[config.mk]
export PLATFORM = sky130hd
export DESIGN_NAME = ext_harness
export DESIGN_NICKNAME = d
export VERILOG_FILES = /design/src/verilog/harness_pkg.sv /design/src/verilog/ext_harness.sv /design/src/verilog/gpio_cnt.sv /design/src/verilog/reg_demux.sv /design/src/verilog/scratch_regs.sv /design/src/verilog/switch_ack_delay.sv
export SDC_FILE = /design/constraint.sdc
export NUM_CORES = 1
export LEC_CHECK = 0
export BUFFER_PORTS_ARGS = -buffer_cell sky130_fd_sc_hd__buf_2
export CORE_AREA = 2 2 135 137
export DETAILED_ROUTE_END_ITERATION = 6
export DIE_AREA = 0 0 137 139
export PLACE_DENSITY = 0.73
export SLEW_MARGIN = 20
export SYNTH_ARGS = -nofsm -noshare
export SYNTH_HDL_FRONTEND = slang
export SYNTH_SLANG_ARGS = --single-unit
[constraint.sdc]
create_clock -name clk_i -period 6.2 [get_ports clk_i]
set_clock_uncertainty 0.15 [all_clocks]
set_input_delay 0.31 -clock clk_i [delete_from_list [all_inputs] [get_ports clk_i]]
set_output_delay 0.31 -clock clk_i [all_outputs]
set_load 0.1 [all_outputs]
[src/verilog/harness_pkg.sv]
/*
 * Harness package with bus widths, address map, peripheral indices,
 * register offsets and interrupt line numbers
 */
package harness_pkg;

  // Register bus widths
  localparam int unsigned ADDR_W = 32;
  localparam int unsigned DATA_W = 32;
  localparam int unsigned STRB_W = DATA_W / 8;

  typedef logic [ADDR_W-1:0] addr_t;
  typedef logic [DATA_W-1:0] data_t;
  typedef logic [STRB_W-1:0] strb_t;

  // Bus targets
  localparam int unsigned NUM_PERIPH = 2;

  typedef enum logic [0:0] {
    PERIPH_GPIO_CNT = 1'b0,
    PERIPH_SCRATCH  = 1'b1
  } periph_idx_e;

  // One fixed window per peripheral, everything from 0x200 up is unmapped
  localparam addr_t GPIO_CNT_BASE   = 32'h0000_0000;
  localparam addr_t SCRATCH_BASE    = 32'h0000_0100;
  localparam addr_t PERIPH_WIN_SIZE = 32'h0000_0100;

  // GPIO counter register offsets
  typedef enum logic [7:0] {
    GPIO_CNT_COUNT  = 8'h00,
    GPIO_CNT_STATUS = 8'h04
  } gpio_cnt_reg_e;

  // Interrupt vector
  localparam int unsigned NUM_INTR      = 2;
  localparam int unsigned INTR_GPIO_CNT = 0;
  localparam int unsigned INTR_BUS_ERR  = 1;

endpackage

[src/verilog/ext_harness.sv]
/*
 * Harness peripheral subsystem: register bus demux, GPIO counter, scratch
 * registers, interrupt vector and power switch acknowledge model
 */
`timescale 1ns/10ps

module ext_harness #(
  parameter int unsigned CntMax           = 16,
  parameter int unsigned NumDomains       = 4,
  parameter int unsigned SwitchAckLatency = 15
) (
  input  logic                             clk_i,
  input  logic                             rst_n_i,
  input  logic                             reg_valid_i,
  input  logic                             reg_write_i,
  input  harness_pkg::addr_t               reg_addr_i,
  input  harness_pkg::data_t               reg_wdata_i,
  input  harness_pkg::strb_t               reg_wstrb_i,
  output harness_pkg::data_t               reg_rdata_o,
  output logic                             reg_error_o,
  input  logic                             gpio_i,
  output logic                             gpio_o,
  output logic [harness_pkg::NUM_INTR-1:0] intr_o,
  input  logic [NumDomains-1:0]            pwr_switch_n_i,
  output logic [NumDomains-1:0]            pwr_switch_ack_n_o
);

  import harness_pkg::*;

  logic       gpio_sel;
  logic       scratch_sel;
  logic       periph_write;
  logic [7:0] periph_offset;
  data_t      periph_wdata;
  strb_t      periph_wstrb;
  data_t      gpio_rdata;
  data_t      scratch_rdata;
  logic       gpio_intr;
  logic       bus_err_intr;

  reg_demux reg_demux_inst (
    .clk_i           (clk_i),
    .rst_n_i         (rst_n_i),
    .reg_valid_i     (reg_valid_i),
    .reg_write_i     (reg_write_i),
    .reg_addr_i      (reg_addr_i),
    .reg_wdata_i     (reg_wdata_i),
    .reg_wstrb_i     (reg_wstrb_i),
    .reg_rdata_o     (reg_rdata_o),
    .reg_error_o     (reg_error_o),
    .gpio_sel_o      (gpio_sel),
    .scratch_sel_o   (scratch_sel),
    .periph_write_o  (periph_write),
    .periph_offset_o (periph_offset),
    .periph_wdata_o  (periph_wdata),
    .periph_wstrb_o  (periph_wstrb),
    .gpio_rdata_i    (gpio_rdata),
    .scratch_rdata_i (scratch_rdata),
    .bus_err_intr_o  (bus_err_intr)
  );

  gpio_cnt #(
    .CntMax (CntMax)
  ) gpio_cnt_inst (
    .clk_i    (clk_i),
    .rst_n_i  (rst_n_i),
    .gpio_i   (gpio_i),
    .sel_i    (gpio_sel),
    .write_i  (periph_write),
    .offset_i (periph_offset),
    .wdata_i  (periph_wdata),
    .rdata_o  (gpio_rdata),
    .gpio_o   (gpio_o),
    .intr_o   (gpio_intr)
  );

  scratch_regs scratch_regs_inst (
    .clk_i    (clk_i),
    .rst_n_i  (rst_n_i),
    .sel_i    (scratch_sel),
    .write_i  (periph_write),
    .offset_i (periph_offset),
    .wdata_i  (periph_wdata),
    .wstrb_i  (periph_wstrb),
    .rdata_o  (scratch_rdata)
  );

  // Switch cell emulation for the external power domains
  switch_ack_delay #(
    .NumDomains       (NumDomains),
    .SwitchAckLatency (SwitchAckLatency)
  ) switch_ack_delay_inst (
    .clk_i      (clk_i),
    .rst_n_i    (rst_n_i),
    .switch_n_i (pwr_switch_n_i),
    .ack_n_o    (pwr_switch_ack_n_o)
  );

  assign intr_o[INTR_GPIO_CNT] = gpio_intr;
  assign intr_o[INTR_BUS_ERR]  = bus_err_intr;

endmodule

[src/verilog/gpio_cnt.sv]
/*
 * GPIO edge counter: counts synchronized rising edges, toggles the GPIO
 * output and raises a pending interrupt each time the count wraps
 */
`timescale 1ns/10ps

module gpio_cnt #(
  parameter int unsigned CntMax = 16
) (
  input  logic               clk_i,
  input  logic               rst_n_i,
  input  logic               gpio_i,
  input  logic               sel_i,
  input  logic               write_i,
  input  logic [7:0]         offset_i,
  input  harness_pkg::data_t wdata_i,
  output harness_pkg::data_t rdata_o,
  output logic               gpio_o,
  output logic               intr_o
);

  import harness_pkg::*;

  localparam int unsigned CntW = (CntMax > 1) ? $clog2(CntMax) : 1;

  logic [1:0]      sync_q;
  logic            prev_q;
  logic            edge_q;
  logic [CntW-1:0] cnt_q;
  logic            gpio_q;
  logic            pending_q;
  logic            wrap;
  logic            clr_pending;

  always_ff @(posedge clk_i) begin
    if (!rst_n_i) begin
      sync_q <= '0;
      prev_q <= 1'b0;
      edge_q <= 1'b0;
    end else begin
      sync_q <= {sync_q[0], gpio_i};
      prev_q <= sync_q[1];
      edge_q <= sync_q[1] & ~prev_q;
    end
  end

  assign wrap        = edge_q && (cnt_q == CntW'(CntMax - 1));
  assign clr_pending = sel_i && write_i && (offset_i == GPIO_CNT_STATUS) && wdata_i[0];

  always_ff @(posedge clk_i) begin
    if (!rst_n_i) begin
      cnt_q     <= '0;
      gpio_q    <= 1'b0;
      pending_q <= 1'b0;
    end else begin
      if (wrap) begin
        cnt_q  <= '0;
        gpio_q <= ~gpio_q;
      end else if (edge_q) begin
        cnt_q <= cnt_q + 1'b1;
      end
      // A new wrap wins over a clear
      if (wrap) begin
        pending_q <= 1'b1;
      end else if (clr_pending) begin
        pending_q <= 1'b0;
      end
    end
  end

  always_comb begin
    case (offset_i)
      GPIO_CNT_COUNT:  rdata_o = data_t'(cnt_q);
      GPIO_CNT_STATUS: rdata_o = data_t'(pending_q);
      default:         rdata_o = '0;
    endcase
  end

  assign gpio_o = gpio_q;
  assign intr_o = pending_q;

endmodule

[src/verilog/reg_demux.sv]
/*
 * Register bus demux: decodes the address window, routes the access to one
 * peripheral and returns its read data or an error for unmapped addresses
 */
`timescale 1ns/10ps

module reg_demux (
  input  logic               clk_i,
  input  logic               rst_n_i,
  input  logic               reg_valid_i,
  input  logic               reg_write_i,
  input  harness_pkg::addr_t reg_addr_i,
  input  harness_pkg::data_t reg_wdata_i,
  input  harness_pkg::strb_t reg_wstrb_i,
  output harness_pkg::data_t reg_rdata_o,
  output logic               reg_error_o,
  output logic               gpio_sel_o,
  output logic               scratch_sel_o,
  output logic               periph_write_o,
  output logic [7:0]         periph_offset_o,
  output harness_pkg::data_t periph_wdata_o,
  output harness_pkg::strb_t periph_wstrb_o,
  input  harness_pkg::data_t gpio_rdata_i,
  input  harness_pkg::data_t scratch_rdata_i,
  output logic               bus_err_intr_o
);

  import harness_pkg::*;

  periph_idx_e           periph_idx;
  logic                  addr_hit;
  logic [NUM_PERIPH-1:0] periph_sel;
  logic                  bus_err_q;

  // Window decode
  always_comb begin
    addr_hit   = 1'b0;
    periph_idx = PERIPH_GPIO_CNT;
    if (reg_addr_i >= GPIO_CNT_BASE && reg_addr_i < GPIO_CNT_BASE + PERIPH_WIN_SIZE) begin
      addr_hit   = 1'b1;
      periph_idx = PERIPH_GPIO_CNT;
    end else if (reg_addr_i >= SCRATCH_BASE &&
                 reg_addr_i < SCRATCH_BASE + PERIPH_WIN_SIZE) begin
      addr_hit   = 1'b1;
      periph_idx = PERIPH_SCRATCH;
    end
  end

  always_comb begin
    periph_sel = '0;
    if (reg_valid_i && addr_hit) begin
      periph_sel[periph_idx] = 1'b1;
    end
  end

  assign gpio_sel_o    = periph_sel[PERIPH_GPIO_CNT];
  assign scratch_sel_o = periph_sel[PERIPH_SCRATCH];

  // Windows are 0x100 aligned, so the low byte is the offset
  assign periph_write_o  = reg_write_i;
  assign periph_offset_o = reg_addr_i[7:0];
  assign periph_wdata_o  = reg_wdata_i;
  assign periph_wstrb_o  = reg_wstrb_i;

  always_comb begin
    reg_rdata_o = '0;
    if (reg_valid_i && addr_hit) begin
      case (periph_idx)
        PERIPH_GPIO_CNT: reg_rdata_o = gpio_rdata_i;
        PERIPH_SCRATCH:  reg_rdata_o = scratch_rdata_i;
        default:         reg_rdata_o = '0;
      endcase
    end
  end

  assign reg_error_o = reg_valid_i && !addr_hit;

  // One-cycle pulse after an unmapped access
  always_ff @(posedge clk_i) begin
    if (!rst_n_i) begin
      bus_err_q <= 1'b0;
    end else begin
      bus_err_q <= reg_error_o;
    end
  end

  assign bus_err_intr_o = bus_err_q;

endmodule

[src/verilog/scratch_regs.sv]
/*
 * Scratch register file of four words with byte strobe writes
 */
`timescale 1ns/10ps

module scratch_regs (
  input  logic               clk_i,
  input  logic               rst_n_i,
  input  logic               sel_i,
  input  logic               write_i,
  input  logic [7:0]         offset_i,
  input  harness_pkg::data_t wdata_i,
  input  harness_pkg::strb_t wstrb_i,
  output harness_pkg::data_t rdata_o
);

  import harness_pkg::*;

  localparam int unsigned NumWords = 4;

  data_t      words_q [NumWords];
  logic [1:0] word_idx;

  // Offset bits above 3 are ignored, so the words alias
  assign word_idx = offset_i[3:2];

  always_ff @(posedge clk_i) begin
    if (!rst_n_i) begin
      for (int w = 0; w < NumWords; w++) begin
        words_q[w] <= '0;
      end
    end else if (sel_i && write_i) begin
      for (int b = 0; b < STRB_W; b++) begin
        if (wstrb_i[b]) begin
          words_q[word_idx][8*b +: 8] <= wdata_i[8*b +: 8];
        end
      end
    end
  end

  assign rdata_o = words_q[word_idx];

endmodule

[src/verilog/switch_ack_delay.sv]
/*
 * Power switch model returning each domain's acknowledge a fixed number
 * of cycles after its switch request
 */
`timescale 1ns/10ps

module switch_ack_delay #(
  parameter int unsigned NumDomains       = 4,
  parameter int unsigned SwitchAckLatency = 15
) (
  input  logic                  clk_i,
  input  logic                  rst_n_i,
  input  logic [NumDomains-1:0] switch_n_i,
  output logic [NumDomains-1:0] ack_n_o
);

  logic [NumDomains-1:0] stage_q [SwitchAckLatency];

  // Active low, so all ones means switched off and not acknowledged
  always_ff @(posedge clk_i) begin
    if (!rst_n_i) begin
      for (int s = 0; s < SwitchAckLatency; s++) begin
        stage_q[s] <= '1;
      end
    end else begin
      stage_q[0] <= switch_n_i;
      for (int s = 1; s < SwitchAckLatency; s++) begin
        stage_q[s] <= stage_q[s-1];
      end
    end
  end

  assign ack_n_o = stage_q[SwitchAckLatency-1];

endmodule
### Word level (Yosys, flattened, before mapping)

Memory sizes are Yosys's and may differ from the RTL's.
Cells that the tools add are included.

| cells by class | value |
|---|---|
| add/subtract/negate cells | 1 |
| $lt $le $gt $ge | 6 |
| equal/unequal tests | 2 |
| multiplexer cells | 47 |
| bitwise operators | 20 |
| reductions and logical operators | 15 |

Operators by type and width:

| operator | count |
|---|---|
| $mux 32 | 2 |
| $mux 4 | 16 |
| $pmux 32 s2 | 1 |
| $ge 32x1->1 const B | 1 |
| $ge 32x9->1 const B | 1 |
| $lt 32x10->1 const B | 1 |
| $lt 32x9->1 const B | 1 |
| $reduce_or 32->1 | 1 |
| $mux 1 | 24 |
| $or 1x1->1 | 15 |
| $logic_and 1x1->1 | 10 |
| $eq 8x3->1 const B | 1 |
| $logic_not 8->1 | 1 |
| $pmux 4 s2 | 1 |
| $add 4x1->4 const B | 1 |
| $eq 4x4->1 const B | 1 |
| $mux 2 | 2 |
| $not 1->1 | 4 |
| $lt 1x2->1 const B | 1 |
| $reduce_bool 2->1 | 1 |
| $reduce_or 2->1 | 1 |
| $and 1x1->1 | 1 |
| $demux 1 s1 | 1 |
| $ge 1x1->1 const B | 1 |
| $logic_not 1->1 | 1 |

| storage, ports and cells | value |
|---|---|
| bits in registers | 11 |
| RAM bits | 188 |
| input bits | 77 |
| memories kept | 2 |

Memory list:

| memory | words | bits a word | rd ports | clocked after Yosys merged registers in | write ports | RTL line | text |
|---|---|---|---|---|---|---|---|
| scratch_regs_inst.words_q | 4 | 32 | 1 | 0 | 4 | scratch_regs.sv:21 | `data_t words_q [NumWords];` |
| switch_ack_delay_inst.stage_q | 15 | 4 | 15 | 0 | 15 | switch_ack_delay.sv:17 | `logic [NumDomains-1:0] stage_q [SwitchAckLatency];` |

### Longest topological paths before layout

Gate-level depths: netlist of the first run.

| depth | value |
|---|---|
| depth after elaboration | 15 |
| gate-level depth with buffers | 6 |
| mapped depth without buffers | 5 |

### Modules after synthesis

From an unflattened synthesis of the first run, not the netlist that was laid out.

| second synthesis, totals | value |
|---|---|
| cell total of the unflattened synthesis | 714 |
| area total of the unflattened synthesis | 9221.3 µm² |

By module, submodules not included:

| module | instances | cells an instance | area each (µm²) | seq. area each (µm²) |
|---|---|---|---|---|
| scratch_regs | 1 | 379 | 5726.7 | 3843.7 |
| switch_ack_delay | 1 | 126 | 1606.5 | 1201.2 |
| reg_demux | 1 | 137 | 1248.7 | 20.0 |
| gpio_cnt | 1 | 70 | 624.3 | 200.2 |
| ext_harness | 1 | 2 | 15.0 | 0.0 |

### Least setup slack after synthesis of the first run

OpenSTA, ideal clock, no wires.

| timing path | value |
|---|---|
| path kind | input -> output |
| from | input reg_addr_i[24] |
| to | output reg_rdata_o[0] |
| arrival | 2.758 ns |
| slack | 2.982 ns |
| stages on the path | 5 |
| path buffers | 1 |
| path through | or4_4 -> nor2_4 -> buf_6 -> nand3_1 -> a21oi_1 |

| between the ends | value |
|---|---|
| word-level cells in the longest chain between the ends | 7 |
| elaborated cells on any way between the ends | 13 |
| classes of those cells | order compare: 4; mux: 5; bitwise: 1; reduce/logical: 3 |

RTL lines:

| what | RTL line | text |
|---|---|---|
| start, declared | ext_harness.sv:16 | `input harness_pkg::addr_t reg_addr_i,` |
| $ge 32x9->1 or $lt 32x10->1 (tied branches) | reg_demux.sv:42, reg_demux.sv:43 |  |
| $logic_and 1x1->1 | reg_demux.sv:42 | `end else if (reg_addr_i >= SCRATCH_BASE &&` |
| $mux 1 | reg_demux.sv:42 |  |
| $mux 1 | reg_demux.sv:39 | `if (reg_addr_i >= GPIO_CNT_BASE && reg_addr_i < GPIO_CNT_BASE + PERIPH_WIN_SIZE) begin` |
| $not 1->1 | reg_demux.sv:68 | `case (periph_idx)` |
| $pmux 32 s2 | reg_demux.sv:68 |  |
| $mux 32 (*) | reg_demux.sv:67 | `if (reg_valid_i && addr_hit) begin` |
| end, declared | ext_harness.sv:19 | `output harness_pkg::data_t reg_rdata_o,` |

Mark *: on every way between the ends. The rest lies on a longest branch, timed or not.

### Final worst setup path of the first run

| timing path | value |
|---|---|
| from | input reg_addr_i[12] |
| to | output reg_rdata_o[7] |

Same word-level chain as after synthesis.

==> metrics.md, run 1 <==
| Metric | Value |
|---|---|
| Hold/Removal Path Class | input port to register |
| Maximum VDD drop | 0.2076 mV |
| Vias per cell | 5.323 |
| Dpl hpwl | 11.11 mm |
| Hold Vio Cnt, Final | 0 |
| Antenna violations before repair | 1 |
| Filler cells | 1,470 |
| Area delta synth->final | 15.36% |
| GRT Total Usage | 17.57% |
| First-pass GRT wire length | 25.28 mm |
| CTS tree | built |
| Core Footprint | 0.01766 mm2 |
| Final setup vio count | 0 |
| PnR worst setup slack | 3154 ps |
| Crit path launch type | input port |
| Worst Path Arrival | 2590 ps |
| Final min period | 3046 ps |
| Critical R2R Launch | gpio_cnt_inst.cnt_q[0]$_SDFFE_PP0P_ |
| Initial drt markers | 320 |
| Routed length per instance | 17.22 um |
| Clock Pin Slew Worst Setup and Hold Paths | 70 ps |
| CP max FO | 28 |
| Number of global-route vias before repair | 5,022 |
| Die X | 137 um |
| Vias | 5,089 |
| Worst Tran Pin Value | 1107 ps |
| GR Overflow Total | 0 |
| TritonCTS Buffers | 17 |
| Worst hold slack | 23.73 ps |
| Overall power | 0.002740 W |
| Hold Crit Start | reg_wdata_i[21] |
| Max Slew Vio Count | 0 |
| Sequential cell area fraction in the yosys report | 64.49% |
| Post-synthesis cell type count | 36 |
| Max-Cap Viols | 0 |
| Io pins | 117 |
| Pin count of the biggest net entering global routing | 94 |
| Setup WS pre-CTS | 2426 ps |
| Syn. warnings | 0 |
| Syn Area/Cell | 13.19 um2 |
| Post-CTS Setup Inserts | 0 |
| Worst Setup SP | reg_addr_i[12] |
| IO Port Bufs | 116 |
| CP required | 5740 ps |
| H-tree depth | 4 |
| Post-CTS sizing | 0 |
| Placer's final routability congestion estimate | 0.7948 |
| Critical Path Sink Type | primary output |
| Initial Util | 46.24% |
| Share of post-route cells with drive strength above 1 | 25.90% |
| Max Clock Freq | 328.3 MHz |
| Slew headroom | 26.18% |
| Final net count | 791 |
| CP Class | input port to primary output |
| Ys async rst share | 0% |
| Status | completed |
| Die H | 139 um |
| Fin Setup TNS | 0 ps |
| Synthesized cell area | 0.008164 mm2 |
| Clk sinks | 199 |
| Row cnt | 49 |
| Post-synth EDFFs | 128 |
| Synth Flop Type | edfxtp_1 |
| Clk Latency, worst-skew pair | 430 ps |
| Syn nets | 697 |
| DIE AREA | 0.01904 mm2 |
| Remaining antenna violation count | 0 |
| CTS Buffer Depth | 2 |
| RSZ-0062 raised after global routing | false |
| Drt pass-1 iters | 5 |
| Period utilisation layout | 49.13% |
| Power Density | 291.0 mW/mm2 |
| Register bit total from synthesis | 199 |
| Post-Syn Instances | 619 |
| Leak Pwr | 3.437 nW |
| Clock Root Buffer | clkbuf_16 |
| Drt total wl | 16.46 mm |
| Post-route DRC | 0 |
where the power goes:
part / total (W) / leakage, nW / switching [W] / internal (W)
registers: 0.00147 / 1.79 / 0.0000149 / 0.00145
clock network: 0.00112 / 0.302 / 0.000474 / 0.000651
logic: 0.000147 / 1.34 / 0.0000790 / 0.0000679
total: 0.00274 / 3.44 / 0.000568 / 0.00217
metrics by stage:
step	std cells	util [%]	instance area [um2]
finish	956	53.34	9418
global route	955	53.32	9415
CTS	955	53.32	9415
detailed placement	918	49.61	8760
global placement	918	49.61	8760
floorplan	619	-	8164
worst paths after layout:
path,to,depth (start not counted),slack [ps]
min,scratch_regs_inst.words_q[3][21]$_DFFE_PP_,2,20
max,reg_rdata_o[7],6,3150
min reg2reg,gpio_cnt_inst.edge_q$_SDFF_PN0_,1,240
max reg2reg,gpio_cnt_inst.intr_o$_SDFFE_PN0P_,4,4730
synthesized netlist by cell type (4+ instances only):
cell / n / area [um2]
and2_1: 38 / 237.7
nand2b_1: 60 / 375.4
clkbuf_1: 21 / 78.83
and3_1: 31 / 193.9
nor4_1: 4 / 25.02
nand4_1: 6 / 37.54
nor2_1: 79 / 296.5
a22oi_1: 4 / 30.03
buf_4: 9 / 67.56
nor3_1: 4 / 20.02
nand2_1: 39 / 146.4
dfxtp_1: 71 / 1421
buf_2: 7 / 35.03
nand3_1: 6 / 30.03
mux4_2: 32 / 720.7
edfxtp_1: 128 / 3844
nor2b_1: 29 / 181.4
buf_6: 9 / 101.4
o21ai_0: 13 / 65.06
layout by cell type, fill, tap and decap left out, types with 2 or more instances in the layout:
cell type      count
edfxtp_1         128
buf_2            116
nor2_1            79
dfxtp_1           71
nand2b_1          60
nand2_1           39
and2_1            38
mux4_2            32
and3_1            31
nor2b_1           29
clkbuf_16         18
o21ai_1           12
nand3_1            6
nand4_1            6
dlygate4sd3_1      5
nor4_1             4
nor3_1             4
a22oi_1            4
a32oi_1            3
xnor2_1            3
buf_4              3
or4_4              2
and4_1             2
mux2i_1            2
a21oi_1            2
nor3b_1            2
nand3_2            2
clkinv_4           2
inv_4              2
clkbuf_1           2
clkinv_2           2
bufinv_16          2
registers in the layout (all words and copies together), names as in the netlist:
signal                         count
gpio_cnt_inst.gpio_o               1
gpio_cnt_inst.intr_o               1
gpio_cnt_inst.edge_q               1
scratch_regs_inst.words_q        128
gpio_cnt_inst.sync_q               2
switch_ack_delay_inst.stage_q     60
gpio_cnt_inst.cnt_q                4
reg_demux_inst.bus_err_intr_o      1
gpio_cnt_inst.prev_q               1
worst max-delay path: stages:
cell	delay (ps)
buf_2	100
nor4_1	300
and4_1	580
nand4_4	480
nor2b_1	340
buf_2	470
metal layers:
layer | global-route usage, % | wire length, um
met1 | 20.91 | 6439
met2 | 30.48 | 8482
met3 | 5.227 | 1335
met4 | 5.317 | 194
met5 | 0 | 11
kinds of logic after synthesis:
| logic type | synth area share [%] |
|---|---|
| compound gates | 1.747 |
| xor+xnor | 0.4292 |
| fa+ha+maj | 0.1532 |
| buf+inv | 3.647 |
| flops | 64.49 |
| mux | 9.073 |
| simple gates | 20.46 |
timing repair:
action | 4_1_cts | 5_1_grt
setup endpoints to repair | 0 | 0
hold buffers | 5 | 0
endpoints found under the hold margin | 5 | 0
final cells by class:
| class | instances | area [um2] | share of cell area (%) |
|---|---|---|---|
| tap | 229 | 286.5 | 3.042 |
| clock inverter | 11 | 133.9 | 1.422 |
| multi-input combinational | 370 | 2601 | 27.62 |
| inverter | 1 | 3.754 | 0.03986 |
| antenna | 1 | 2.502 | 0.02657 |
| timing repair buffer | 124 | 653.1 | 6.935 |
| clock buffer | 21 | 471.7 | 5.009 |
| sequential | 199 | 5265 | 55.91 |
Note: power is estimated with default switching activity, not from simulation.
==> run 2, diff against run 1 <==
--- a/config.mk
+++ b/config.mk
@@ -9,7 +9,7 @@
 export CORE_AREA = 2 2 135 137
 export DETAILED_ROUTE_END_ITERATION = 6
 export DIE_AREA = 0 0 137 139
-export PLACE_DENSITY = 0.73
+export PLACE_DENSITY = 0.76
 export SLEW_MARGIN = 20
 export SYNTH_ARGS = -nofsm -noshare
 export SYNTH_HDL_FRONTEND = slang
==> constraint.sdc (replaced) <==
create_clock -name clk_i -period 2.8 [get_ports clk_i]
set_clock_uncertainty 0.15 [all_clocks]
set_input_delay 0.14 -clock clk_i [delete_from_list [all_inputs] [get_ports clk_i]]
set_output_delay 0.14 -clock clk_i [all_outputs]
set_load 0.1 [all_outputs]
==> run 2 against run 1 <==
  * Global-route usage rose by 0.92 points
  * Hold slack improved by 33 ps
  * Sequential cell count did not move
  * Via count rose by 3.0%
  * Non-clock buffer count rose by 62
  * Critical path depth rose by 2
  * Critical path type unchanged
  * Power rose by 120%
  * First-iteration DRC count rose by 12%
  * Register-to-register slack got worse by 3400 ps
  * Setup slack got worse by 2700 ps
  * Die area did not move
==> metrics.md, run 2 (synthesis gave the netlist of run 1 again) <==
| Metric | Value |
|---|---|
| Status | completed (unchanged) |
| Cell area after layout | 0.01038 mm2 (was 0.009418 mm2) |
| Dpl hpwl | 11.25 mm (was 11.11 mm) |
| Vias | 5,242 (was 5,089) |
| Top Metal Used | met5 (unchanged) |
| Multi-input gate area | 0.002605 mm2 (was 0.002601 mm2) |
| CTS Buffer Depth | 2 (unchanged) |
| Max Clock Freq | 421.0 MHz |
| CTS tree | built (unchanged) |
| Antenna violations before repair | 1 (unchanged) |
| Core Footprint | 0.01766 mm2 (unchanged) |
| Filler cells | 1,382 (was 1,470) |
| Worst R2R Setup Slack | 1370 ps (was 4730 ps) |
| Max Slew Vio Count | 0 (unchanged) |
| Critical R2R Launch | gpio_cnt_inst.cnt_q[0]$_SDFFE_PP0P_ (unchanged) |
| Slew headroom | 33.43% (was 26.18%) |
| Ant. Diodes | 0 (was 1) |
| CP max FO | 21 (was 28) |
| Vias per cell | 5.154 (was 5.323) |
| Worst hold path depth | 4 (was 2) |
| Largest Register | scratch_regs_inst.words_q (unchanged) |
| Maximum VDD drop | 0.4119 mV (was 0.2076 mV) |
| Io pins | 117 (unchanged) |
| CP required | 2510 ps (was 5740 ps) |
| Max-Cap Viols | 0 (unchanged) |
| Clk Latency, worst-skew pair | 430 ps (about the same) |
| Final net count | 853 (was 791) |
| Leak Pwr | 3.778 nW (was 3.437 nW) |
| Pin count of the biggest net entering global routing | 74 (was 94) |
| DIE AREA | 0.01904 mm2 (unchanged) |
| Worst Tran Pin Value | 998.5 ps (was 1107 ps) |
| Hold/Removal Path Class | input port to register (unchanged) |
| Metal-1 WL | 6.639 mm (was 6.439 mm) |
| GRT Total Usage | 18.49% (was 17.57%) |
| Routed length per instance | 16.43 um (was 17.22 um) |
| Die X | 137 um (unchanged) |
| RSZ-0062 raised after global routing | false (unchanged) |
| Number of global-route vias before repair | 5,336 (was 5,022) |
| H-tree depth | 4 (unchanged) |
| Drt total wl | 16.71 mm (was 16.46 mm) |
| Hold Crit Start | reg_addr_i[6] (was reg_wdata_i[21]) |
| CP Class | input port to primary output (unchanged) |
| Post-route DRC | 0 (unchanged) |
| Placed instance area | 0.009414 mm2 (was 0.008760 mm2) |
| Initial Util | 46.24% (unchanged) |
| Metal2 WL | 8.637 mm (was 8.482 mm) |
| Fin Setup TNS | 0 ps (unchanged) |
| Most frequent cells in the layout | 128 x edfxtp_1, 88 x buf_2, 79 x nor2_1 (was 128 x edfxtp_1, 116 x buf_2, 79 x nor2_1) |
| Cells along the critical path | buf_2, or4_4, nor2_4, buf_4, nand4_4, buf_12, nor2b_1, buf_12 (was buf_2, nor4_1, and4_1, nand4_4, nor2b_1, buf_2) |
| Worst Path Arrival | 2090 ps (was 2590 ps) |
| Crit path launch type | input port (unchanged) |
| Post-CTS sizing | 0 (unchanged) |
| Initial drt markers | 359 (was 320) |
| Met3 routed WL | 1.047 mm (was 1.335 mm) |
| First-pass GRT wire length | 26.90 mm (was 25.28 mm) |
| Area delta synth->final | 27.10% (was 15.36%) |
| Commonest non-fill, non-tap cell in the layout | edfxtp_1 (unchanged) |
| GR Overflow Total | 0 (unchanged) |
| Clock Pin Slew Worst Setup and Hold Paths | 80 ps (was 70 ps) |
| Clock Root Buffer | clkbuf_16 (unchanged) |
| Placer's final routability congestion estimate | 0.7765 (was 0.7948) |
| Power Density | 577.6 mW/mm2 (was 291.0 mW/mm2) |
| Row cnt | 49 (unchanged) |
| Hold Vio Cnt, Final | 0 (unchanged) |
| End of the worst hold path | gpio_cnt_inst.intr_o$_SDFFE_PN0P_ (was scratch_regs_inst.words_q[3][21]$_DFFE_PP_) |
| RR Endpoint | gpio_cnt_inst.intr_o$_SDFFE_PN0P_ (unchanged) |
| Finished Core Util | 58.77% (was 53.34%) |
| Register Area | 0.005265 mm2 (unchanged) |
| Post-CTS Setup Inserts | 0 (unchanged) |
| Final min period | 2375 ps |
| Hold_buf cts | 38 (was 5) |
| Clk sinks | 199 (unchanged) |
| Reg2Reg Depth | 4 (unchanged) |
| TritonCTS Buffers | 17 (unchanged) |
| Drt pass-1 iters | 5 (unchanged) |
| Period utilisation layout | 84.83% |
| Overall power | 0.005993 W (was 0.002740 W) |
| Share of post-route cells with drive strength above 1 | 27.92% (was 25.90%) |
| Max reg flops | 128 (unchanged) |
| Crit path largest cell delay | 540 ps (was 580 ps) |
| Die H | 139 um (unchanged) |
| Remaining antenna violation count | 0 (unchanged) |
| Most frequent CP cell | buf_12 (was buf_2) |
| Biggest regs | scratch_regs_inst.words_q x128, switch_ack_delay_inst.stage_q x60, gpio_cnt_inst.cnt_q x4 (unchanged) |
| Final setup vio count | 0 (unchanged) |
| Critical Path Sink Type | primary output (unchanged) |
| IO Port Bufs | 116 (unchanged) |
| Worst path slowest cell | or4_4 (was and4_1) |
-- run 2: worst max-delay path by stage --
stage                     slack (ps)                                   endpoint      startpoint  cells after the start
after floorplan                  -60                            reg_rdata_o[11]  reg_addr_i[24]                      5
after global routing             260                             reg_rdata_o[8]  reg_addr_i[19]                      8
final                            420                             reg_rdata_o[8]  reg_addr_i[24]                      8
after CTS                        410                             reg_rdata_o[8]  reg_addr_i[28]                      8
after detailed placement         350  scratch_regs_inst.words_q[3][1]$_DFFE_PP_  reg_addr_i[28]                      5
after global placement           370  scratch_regs_inst.words_q[3][1]$_DFFE_PP_  reg_addr_i[24]                      5
-- run 2: report_power, final --
| part | switching [W] | internal (W) | total (W) |
|---|---|---|---|
| sequential | 0.0000280 | 0.00322 | 0.00324 |
| clock | 0.00117 | 0.00120 | 0.00237 |
| combinational | 0.000188 | 0.000193 | 0.000381 |
-- run 2: layer usage --
metal | global-route usage, % | vias to the layer above
met4 | 6.999 | 2
li1 | - | 2499
met5 | 0 | -
met1 | 22.07 | 2530
met3 | 4.276 | 31
met2 | 32.21 | 180
-- run 2: final cells by class --
| class | instances | share of cell area, % |
|---|---|---|
| repair buffers | 186 | 15.75 |
| well taps | 229 | 2.761 |
| multi-input cells | 370 | 25.11 |
| clock inverters | 15 | 1.507 |
| flip-flops and latches | 199 | 50.74 |
| clock buffers | 17 | 4.100 |
| inverters | 1 | 0.03618 |
-- run 2: critical path: cells and delay by family --
family / cells / cell delay (ps)
and+or+nand+nor: 4 / 1190
buffers and inverters: 4 / 740
-- run 2: metrics by stage --
step / hold slack (ps) / cells / setup slack (ps)
final: 57.00 / 1017 / 424.9
after global routing: 87.58 / 1017 / 263.6
after CTS: 35.84 / 1017 / 411.0
after detailed placement: 179.1 / 947 / 347.3
after global placement: 170.4 / 947 / 366.7
after floorplan: 91.47 / 619 / -58.32
